`config.mk`:
```
export PLATFORM = sky130hd
export DESIGN_NAME = psx_pad_top
export DESIGN_NICKNAME = d
export VERILOG_FILES = /design/src/common/psx_pkg.sv /design/src/psx_pad_top.sv /design/src/psx_response_store.sv /design/src/psx_poll_command.sv /design/src/link/psx_serial_io.sv /design/src/link/psx_frame_timer.sv
export SDC_FILE = /design/constraint.sdc
export NUM_CORES = 1
export LEC_CHECK = 0
export BUFFER_PORTS_ARGS = -buffer_cell sky130_fd_sc_hd__buf_2
export CAP_MARGIN = 20
export CELL_PAD_IN_SITES_DETAIL_PLACEMENT = 1
export CELL_PAD_IN_SITES_GLOBAL_PLACEMENT = 2
export CORE_UTILIZATION = 40
export DETAILED_ROUTE_END_ITERATION = 8
export PLACE_DENSITY_LB_ADDON = 0.1
export RECOVER_POWER = 50
export SYNTH_ARGS = -nofsm -noshare
export SYNTH_HDL_FRONTEND = slang
export SYNTH_SLANG_ARGS = --single-unit
```
`constraint.sdc`:
```
create_clock -name I_CLK -period 1.85 [get_ports I_CLK]
set_input_delay 0.185 -clock I_CLK [delete_from_list [all_inputs] [get_ports I_CLK]]
set_output_delay 0.185 -clock I_CLK [all_outputs]
set_load 0.01 [all_outputs]
```
`src/common/psx_pkg.sv`:
```
// Pad link constants, byte and index types, frame lengths, command bytes, pad ID decode
`default_nettype none

package psx_pkg;

   // ----------------------------------------
   // Slot and frame geometry
   // ----------------------------------------
   localparam int unsigned SLOT_BITS  = 5;   // 32 cycles per byte slot
   localparam int unsigned BYTE_IDX_W = 4;

   typedef logic [7:0]            byte_t;
   typedef logic [BYTE_IDX_W-1:0] byte_idx_t;

   localparam int unsigned DIGITAL_BYTES  = 5;
   localparam int unsigned ANALOG_BYTES   = 9;
   localparam int unsigned FIRST_DATA_IDX = 3;   // After FF, ID and 5A
   localparam int unsigned DATA_BYTES     = 6;

   // Entry 0 holds response byte 3
   typedef byte_t [DATA_BYTES-1:0] pad_data_t;

   // Phases inside one slot
   localparam logic [SLOT_BITS-1:0] LOAD_PHASE      = SLOT_BITS'(4);
   localparam logic [SLOT_BITS-1:0] FIRST_BIT_PHASE = SLOT_BITS'(8);
   localparam logic [SLOT_BITS-1:0] DONE_PHASE      = SLOT_BITS'(24);

   // ----------------------------------------
   // Read command bytes
   // ----------------------------------------
   localparam byte_t CMD_START        = 8'h01;
   localparam byte_t CMD_READ         = 8'h42;
   localparam byte_t CMD_VIB_SMALL_ON = 8'h40;
   localparam byte_t CMD_VIB_PARAM_ON = 8'h01;

   // Analog pads report one of these IDs, everything else is treated as digital
   function automatic logic is_analog_id(byte_t id);
      logic analog;
      case (id)
         8'h23, 8'h53, 8'h73, 8'hE3, 8'hF3: analog = 1'b1;
         default:                           analog = 1'b0;
      endcase
      return analog;
   endfunction

endpackage

`default_nettype wire
```
`src/psx_pad_top.sv`:
```
// Pad poller top level with frame timer, serial link, command and response store
`timescale 1ns/10ps
`default_nettype none

module psx_pad_top #(
   parameter int TIMER_BITS = 12   // Frame is 2**TIMER_BITS cycles, 9 to 16
) (
   input  logic               I_CLK,
   input  logic               I_RSTn,
   input  logic               ps_rxd,
   input  logic [1:0]         vib_sw,
   output logic               ps_clk,
   output logic               ps_sel,
   output logic               ps_txd,
   output psx_pkg::pad_data_t pad_data,
   output logic               pad_analog,
   output logic               frame_done
);

   // ----------------------------------------
   // Internal strobes and bytes
   // ----------------------------------------
   psx_pkg::byte_idx_t byte_idx;
   psx_pkg::byte_t     tx_byte;
   psx_pkg::byte_t     rx_byte;
   logic               analog;
   logic               tx_load;
   logic               bit_fall;
   logic               bit_rise;
   logic               byte_done;
   logic               frame_start;

   assign pad_analog = analog;

   psx_frame_timer #(
      .TIMER_BITS (TIMER_BITS)
   ) psx_frame_timer_i (
      .I_CLK       (I_CLK),
      .I_RSTn      (I_RSTn),
      .analog      (analog),
      .ps_clk      (ps_clk),
      .ps_sel      (ps_sel),
      .tx_load     (tx_load),
      .bit_fall    (bit_fall),
      .bit_rise    (bit_rise),
      .byte_done   (byte_done),
      .frame_start (frame_start),
      .frame_done  (frame_done),
      .byte_idx    (byte_idx)
   );

   psx_serial_io psx_serial_io_i (
      .I_CLK    (I_CLK),
      .I_RSTn   (I_RSTn),
      .tx_load  (tx_load),
      .bit_fall (bit_fall),
      .bit_rise (bit_rise),
      .tx_byte  (tx_byte),
      .ps_rxd   (ps_rxd),
      .ps_txd   (ps_txd),
      .rx_byte  (rx_byte)
   );

   psx_poll_command psx_poll_command_i (
      .I_CLK     (I_CLK),
      .I_RSTn    (I_RSTn),
      .byte_idx  (byte_idx),
      .byte_done (byte_done),
      .rx_byte   (rx_byte),
      .vib_sw    (vib_sw),
      .tx_byte   (tx_byte),
      .analog    (analog)
   );

   psx_response_store psx_response_store_i (
      .I_CLK       (I_CLK),
      .I_RSTn      (I_RSTn),
      .frame_start (frame_start),
      .byte_done   (byte_done),
      .frame_done  (frame_done),
      .byte_idx    (byte_idx),
      .rx_byte     (rx_byte),
      .pad_data    (pad_data)
   );

endmodule

`default_nettype wire

```
`src/psx_response_store.sv`:
```
// Shadow capture of response bytes 3 to 8 and end-of-frame publication
`timescale 1ns/10ps
`default_nettype none

module psx_response_store (
   input  logic               I_CLK,
   input  logic               I_RSTn,
   input  logic               frame_start,
   input  logic               byte_done,
   input  logic               frame_done,
   input  psx_pkg::byte_idx_t byte_idx,
   input  psx_pkg::byte_t     rx_byte,
   output psx_pkg::pad_data_t pad_data
);

   psx_pkg::pad_data_t shadow;

   // Cleared each frame, so a digital pad leaves the upper entries zero
   always_ff @(posedge I_CLK) begin
      if (frame_start) begin
         shadow <= '0;
      end else if (byte_done) begin
         for (int i = 0; i < psx_pkg::DATA_BYTES; i++) begin
            if (byte_idx == psx_pkg::byte_idx_t'(psx_pkg::FIRST_DATA_IDX + i))
               shadow[i] <= rx_byte;
         end
      end
   end

   // Whole set moves at once, never a half-updated frame
   always_ff @(posedge I_CLK or negedge I_RSTn) begin
      if (!I_RSTn)
         pad_data <= '0;
      else if (frame_done)
         pad_data <= shadow;
   end

endmodule

`default_nettype wire

```
`src/psx_poll_command.sv`:
```
// Read-command byte selection, vibration request and pad-type detection
`timescale 1ns/10ps
`default_nettype none

module psx_poll_command (
   input  logic               I_CLK,
   input  logic               I_RSTn,
   input  psx_pkg::byte_idx_t byte_idx,
   input  logic               byte_done,
   input  psx_pkg::byte_t     rx_byte,
   input  logic [1:0]         vib_sw,
   output psx_pkg::byte_t     tx_byte,
   output logic               analog
);

   // Byte positions within the poll
   localparam psx_pkg::byte_idx_t IDX_START = 4'd0;
   localparam psx_pkg::byte_idx_t IDX_READ  = 4'd1;   // Pad answers with its ID here
   localparam psx_pkg::byte_idx_t IDX_SMALL = 4'd3;
   localparam psx_pkg::byte_idx_t IDX_PARAM = 4'd4;

   logic vib_on;

   assign vib_on = |vib_sw;   // Either switch drives the small motor

   // ----------------------------------------
   // Command byte for the current slot
   // ----------------------------------------
   // byte_idx moves at slot start, tx_load comes a few cycles later
   always_ff @(posedge I_CLK or negedge I_RSTn) begin
      if (!I_RSTn) begin
         tx_byte <= '0;
      end else begin
         case (byte_idx)
            IDX_START: tx_byte <= psx_pkg::CMD_START;
            IDX_READ:  tx_byte <= psx_pkg::CMD_READ;
            IDX_SMALL: tx_byte <= vib_on ? psx_pkg::CMD_VIB_SMALL_ON : '0;
            IDX_PARAM: tx_byte <= vib_on ? psx_pkg::CMD_VIB_PARAM_ON : '0;
            default:   tx_byte <= '0;
         endcase
      end
   end

   // Pad type from the ID byte, sets this frame's length
   always_ff @(posedge I_CLK or negedge I_RSTn) begin
      if (!I_RSTn)
         analog <= 1'b0;
      else if (byte_done && (byte_idx == IDX_READ))
         analog <= psx_pkg::is_analog_id(rx_byte);
   end

endmodule

`default_nettype wire

```
`src/link/psx_serial_io.sv`:
```
// Transmit and receive shift registers for one byte slot, LSB first
`timescale 1ns/10ps
`default_nettype none

module psx_serial_io (
   input  logic           I_CLK,
   input  logic           I_RSTn,
   input  logic           tx_load,
   input  logic           bit_fall,
   input  logic           bit_rise,
   input  psx_pkg::byte_t tx_byte,
   input  logic           ps_rxd,
   output logic           ps_txd,
   output psx_pkg::byte_t rx_byte
);

   psx_pkg::byte_t tx_shift;

   // ----------------------------------------
   // Transmit
   // ----------------------------------------
   // Loaded at LOAD_PHASE, then one bit per bit_fall.
   // Ones fill from the top, so the ninth step
   // puts the line back to idle high
   always_ff @(posedge I_CLK or negedge I_RSTn) begin
      if (!I_RSTn) begin
         tx_shift <= '1;
         ps_txd   <= 1'b1;   // Idle level
      end else if (tx_load) begin
         tx_shift <= tx_byte;
      end else if (bit_fall) begin
         ps_txd   <= tx_shift[0];
         tx_shift <= {1'b1, tx_shift[7:1]};
      end
   end

   // ----------------------------------------
   // Receive
   // ----------------------------------------
   // New bit enters at the top, first bit ends at bit 0
   always_ff @(posedge I_CLK) begin
      if (bit_rise)
         rx_byte <= {ps_rxd, rx_byte[7:1]};
   end

endmodule

`default_nettype wire

```
`src/link/psx_frame_timer.sv`:
```
// Free-running frame timer with slot decode, ps_sel, ps_clk and link strobes
`timescale 1ns/10ps
`default_nettype none

module psx_frame_timer #(
   parameter int TIMER_BITS = 12
) (
   input  logic               I_CLK,
   input  logic               I_RSTn,
   input  logic               analog,
   output logic               ps_clk,
   output logic               ps_sel,
   output logic               tx_load,
   output logic               bit_fall,
   output logic               bit_rise,
   output logic               byte_done,
   output logic               frame_start,
   output logic               frame_done,
   output psx_pkg::byte_idx_t byte_idx
);

   localparam int SLOT_W = TIMER_BITS - psx_pkg::SLOT_BITS;

   typedef logic [psx_pkg::SLOT_BITS-1:0] phase_t;

   logic [TIMER_BITS-1:0] frame_cnt;
   logic [SLOT_W-1:0]     slot;
   logic [SLOT_W-1:0]     frame_len;
   phase_t                phase;
   phase_t                next_phase;
   logic                  slot_active;
   logic                  in_bits;
   logic                  clk_low;
   logic                  tx_step;

   // One frame per counter wrap
   always_ff @(posedge I_CLK or negedge I_RSTn) begin
      if (!I_RSTn)
         frame_cnt <= '0;
      else
         frame_cnt <= frame_cnt + 1'b1;
   end

   assign slot       = frame_cnt[TIMER_BITS-1 -: SLOT_W];
   assign phase      = frame_cnt[psx_pkg::SLOT_BITS-1:0];
   assign next_phase = phase + 1'b1;

   // Length may grow to 9 once the ID byte of this frame is known
   assign frame_len   = analog ? SLOT_W'(psx_pkg::ANALOG_BYTES) : SLOT_W'(psx_pkg::DIGITAL_BYTES);
   assign slot_active = (slot < frame_len);

   // ----------------------------------------
   // Bit window decode
   // ----------------------------------------
   assign in_bits = (phase >= psx_pkg::FIRST_BIT_PHASE) && (phase < psx_pkg::DONE_PHASE);
   assign clk_low = slot_active && in_bits && !phase[0];   // First cycle of each bit

   // ps_txd steps one cycle ahead of each ps_clk fall,
   // extra step at DONE_PHASE shifts out the fill and returns the line high
   assign tx_step = slot_active && !next_phase[0]
                    && (next_phase >= psx_pkg::FIRST_BIT_PHASE)
                    && (next_phase <= psx_pkg::DONE_PHASE);

   // ----------------------------------------
   // Registered link outputs and strobes
   // ----------------------------------------
   always_ff @(posedge I_CLK or negedge I_RSTn) begin
      if (!I_RSTn) begin
         ps_sel      <= 1'b1;
         ps_clk      <= 1'b1;
         tx_load     <= 1'b0;
         bit_fall    <= 1'b0;
         bit_rise    <= 1'b0;
         byte_done   <= 1'b0;
         frame_start <= 1'b0;
         frame_done  <= 1'b0;
         byte_idx    <= '0;
      end else begin
         ps_sel      <= !slot_active;
         ps_clk      <= !clk_low;
         tx_load     <= slot_active && (phase == psx_pkg::LOAD_PHASE);
         bit_fall    <= tx_step;
         bit_rise    <= clk_low;   // Pad data sampled as ps_clk rises
         byte_done   <= slot_active && (phase == psx_pkg::DONE_PHASE);
         frame_start <= (frame_cnt == '0);
         frame_done  <= !slot_active && !ps_sel;   // Same cycle ps_sel goes high
         byte_idx    <= slot[psx_pkg::BYTE_IDX_W-1:0];
      end
   end

endmodule

`default_nettype wire

```
==> results.py <==
metrics = {
    "floorplanning": {
        "dieArea_um2": 13900,
        "start_util": 0.408,
        "die_y_um": 118,
        "io_pins": 58,
        "die_w_um": 118,
        "core_area_um2": 13200,
        "rows": 42,
    },
    "layout": {
        "final_cell_mix": "dfrtp_1, nor2_1, mux2_2",
        "fill_cells": 1375,
        "stdcell_count": 682,
        "drive_gt1_frac": 0.287,
        "fin_area_um2": 6480,
        "multi_input_area_um2": 1920,
        "diodes": 0,
        "final_common_cell": "dfrtp_1",
        "final_core_util": 0.491,
        "final_nets": 504,
        "seq_area_um2": 3340,
        "area_delta_synth_final_pct": 20.5,
    },
    "yosys": {
        "synth_edf_count": 8,
        "ys_types": 46,
        "synth.avg_cell_area_um2": 12.7,
        "yosysSeqAreaShare": 0.621,
        "netlist.area_leader.share": 0.344,
        "synth.largest_area_cell": "dfrtp_1",
        "syn-instance-count": 422,
        "dominantRegCellSynth": "dfrtp_1",
        "syn_area_um2": 5380,
        "synth_warnings": 0,
        "yosys_register_bits": 141,
        "synth_area_leaders": "dfrtp_1, dfxtp_1, mux2_2",
        "ys_async_sr_fraction": 0.603,
        "syn_nets": 433,
    },
    "pwr": {
        "p_per_area_nw_per_um2": 1010,
        "vdd_drop_max_uv": 583,
        "cellLeakagePower_nw": 3.00,
    },
    "worst_setup_path": {
        "worst_path_largest_cell_delay_ns": 0.50,
        "setup.worst_path.start_class": "register",
        "slowest_stage": "dfrtp_1",
        "crit_path_max_fanout": 9,
        "worst_setup_path_end_kind": "register",
        "cp_data_arrival_time_ns": 1.91,
        "cp_cell_sequence": "ha_1 > nand3_1 > o221ai_1 > a21boi_0 > nor4_2",
        "required_ns": 2.14,
        "crit_type": "reg2reg",
    },
    "timing": {
        "relSlewSlack": 0.570,
        "setup_viol": 0,
        "rsz0062_at_grt": "false",
        "slew_viol_final": 0,
        "setup_ws_ns": 0.231,
        "post-route-period-util": 0.875,
        "final_hold_viol_count": 0,
        "period_needed_ns": 1.62,
        "fmax_mhz": 618,
        "tns_ns": 0,
        "finClkSkew_ns": 0.00566,
        "max_slew.worst_pin.slew_ns": 0.645,
    },
    "detailed_routing": {
        "viasPerCell": 4.95,
        "via_count": 3374,
        "drc": 1,
        "totalWireLength_mm": 11.4,
        "ant_nets": 0,
        "wl_per_cell_um": 16.7,
        "drtPass1Iterations": 6,
        "drtIter0Drc": 130,
    },
    "place": {
        "dp_hpwl_mm": 7.47,
        "dp_cells": 648,
        "post_dp_cell_area_um2": 5910,
        "place_congestion": 0.744,
        "portBuffers": 57,
        "preCtsSetupSlack_ns": 0.130,
    },
    "clock_network": {
        "cts_sinks": 141,
        "root_buffer": "clkbuf_16",
        "cts_made_buffers": 17,
        "clk_latency_ns": 0.41,
        "cts_tree": "yes",
        "htree_levels": 4,
        "path_clk_slew_ns": 0.06,
        "cts_max_path_buffers": 2,
    },
    "outcome": {
        "violations": "design-rule violations",
        "status": "complete, but fails checks",
    },
    "grt": {
        "overflow": 0,
        "grt_first_pass_wirelength_mm": 19.0,
        "track_usage": 0.180,
        "grt_max_degree": 49,
        "grt_pass1_vias": 3566,
        "grt_antenna_before_repair": 0,
    },
    "job": {
        "maxCapViolCount": 0,
    },
    "hold_path": {
        "hp-class": "in2reg",
    },
}
-- cell usage after synthesis, types with 4 or more instances --
cell and number:
a21oi_1 11, edfxtp_1 8, dfxtp_1 48, mux2_2 49, nor4_1 4, xor2_1 5, nand3_1 13, dfstp_2 11
nand2_1 20, ha_1 6, buf_2 8, inv_1 7, xnor2_1 6, nor3_1 4, o21ai_0 5, mux2i_1 47
nor2_1 53, clkbuf_1 12, dfrtp_1 74
-- per-stage QoR --
| stage | power, mW | hold slack (ns) |
|---|---|---|
| after floorplan | 3.15 | -0.111 |
| after global placement | 3.20 | 0.120 |
| after detailed placement | 3.20 | 0.127 |
| after CTS | 6.65 | 0.0939 |
| after global routing | 6.78 | 0.107 |
| final | 6.56 | 0.0994 |
-- registers in the layout (all words and copies together) (netlist names), 3 cells and up --
| name | cells |
|---|---|
| psx_frame_timer_i.byte_idx | 4 |
| psx_frame_timer_i.frame_cnt | 12 |
| psx_poll_command_i.tx_byte | 3 |
| psx_response_store_i.pad_data | 48 |
| psx_response_store_i.shadow | 48 |
| psx_serial_io_i.rx_byte | 8 |
| psx_serial_io_i.tx_shift | 8 |
-- final timing paths --
kind,slack (ns),cells after the start,startpoint,endpoint
worst max-delay path,0.23,5,psx_frame_timer_i.frame_cnt[1],psx_frame_timer_i.bit_fall
worst min register to register,0.45,2,psx_response_store_i.shadow[10],psx_response_store_i.shadow[10]
worst max register to register,0.23,5,psx_frame_timer_i.frame_cnt[1],psx_frame_timer_i.bit_fall
min in group asynchronous,0.33,2,I_RSTn,psx_response_store_i.pad_data[0]
worst min-delay path,0.1,3,vib_sw[0],psx_poll_command_i.tx_byte[6]
max in group asynchronous,0.45,3,I_RSTn,psx_response_store_i.pad_data[10]
-- metal layers --
metal | part of all wire | global-route usage | vias up
met4 | 0.018 | 0.0769 | 0
met2 | 0.48 | 0.290 | 59
met5 | 0 | 0 | -
met3 | 0.029 | 0.0412 | 20
li1 | - | - | 1600
met1 | 0.47 | 0.234 | 1695
-- cell type report --
class	instances	share of cell area
Clock inverter	12	0.0222
Multi-Input combinational cell	252	0.296
Timing Repair Buffer	74	0.0575
Tap cell	176	0.0340
Clock buffer	20	0.0705
Sequential cell	141	0.516
Inverter	7	0.00405
-- logic make-up after synthesis --
logic type                 after synthesis  synth area share
AOI/OAI and AO/OA                       24            0.0274
xor gates and xnor gates                11            0.0179
adders and majority gates                6            0.0140
buffers and inverters                   29            0.0242
DFF                                    141             0.621
muxes                                   97             0.192
and+or+nand+nor                        114             0.103
-- worst max-delay path: cells and delay by family, from the launching register on --
kind,cells,cell delay [ns]
DFF,1,0.50
AOI/OAI and AO/OA,2,0.44
and+or+nand+nor,2,0.23
adders and majority gates,1,0.33
-- timing repair --
action / in CTS / in global routing
buffers inserted: 0 / 0
endpoints found under the setup margin: 0 / 2
resized for setup: 0 / 3
hold endpoints to repair: 25 / 0
hold buffers: 2 / 0
-- where the power goes --
group | internal (mW) | switching, mW | leakage (nW)
Clock | 2.18 | 1.25 | 0.295
Combinational | 0.00777 | 0.0390 | 1.12
Sequential | 3.09 | 0 | 1.59
(Power assumes the default switching activity.)
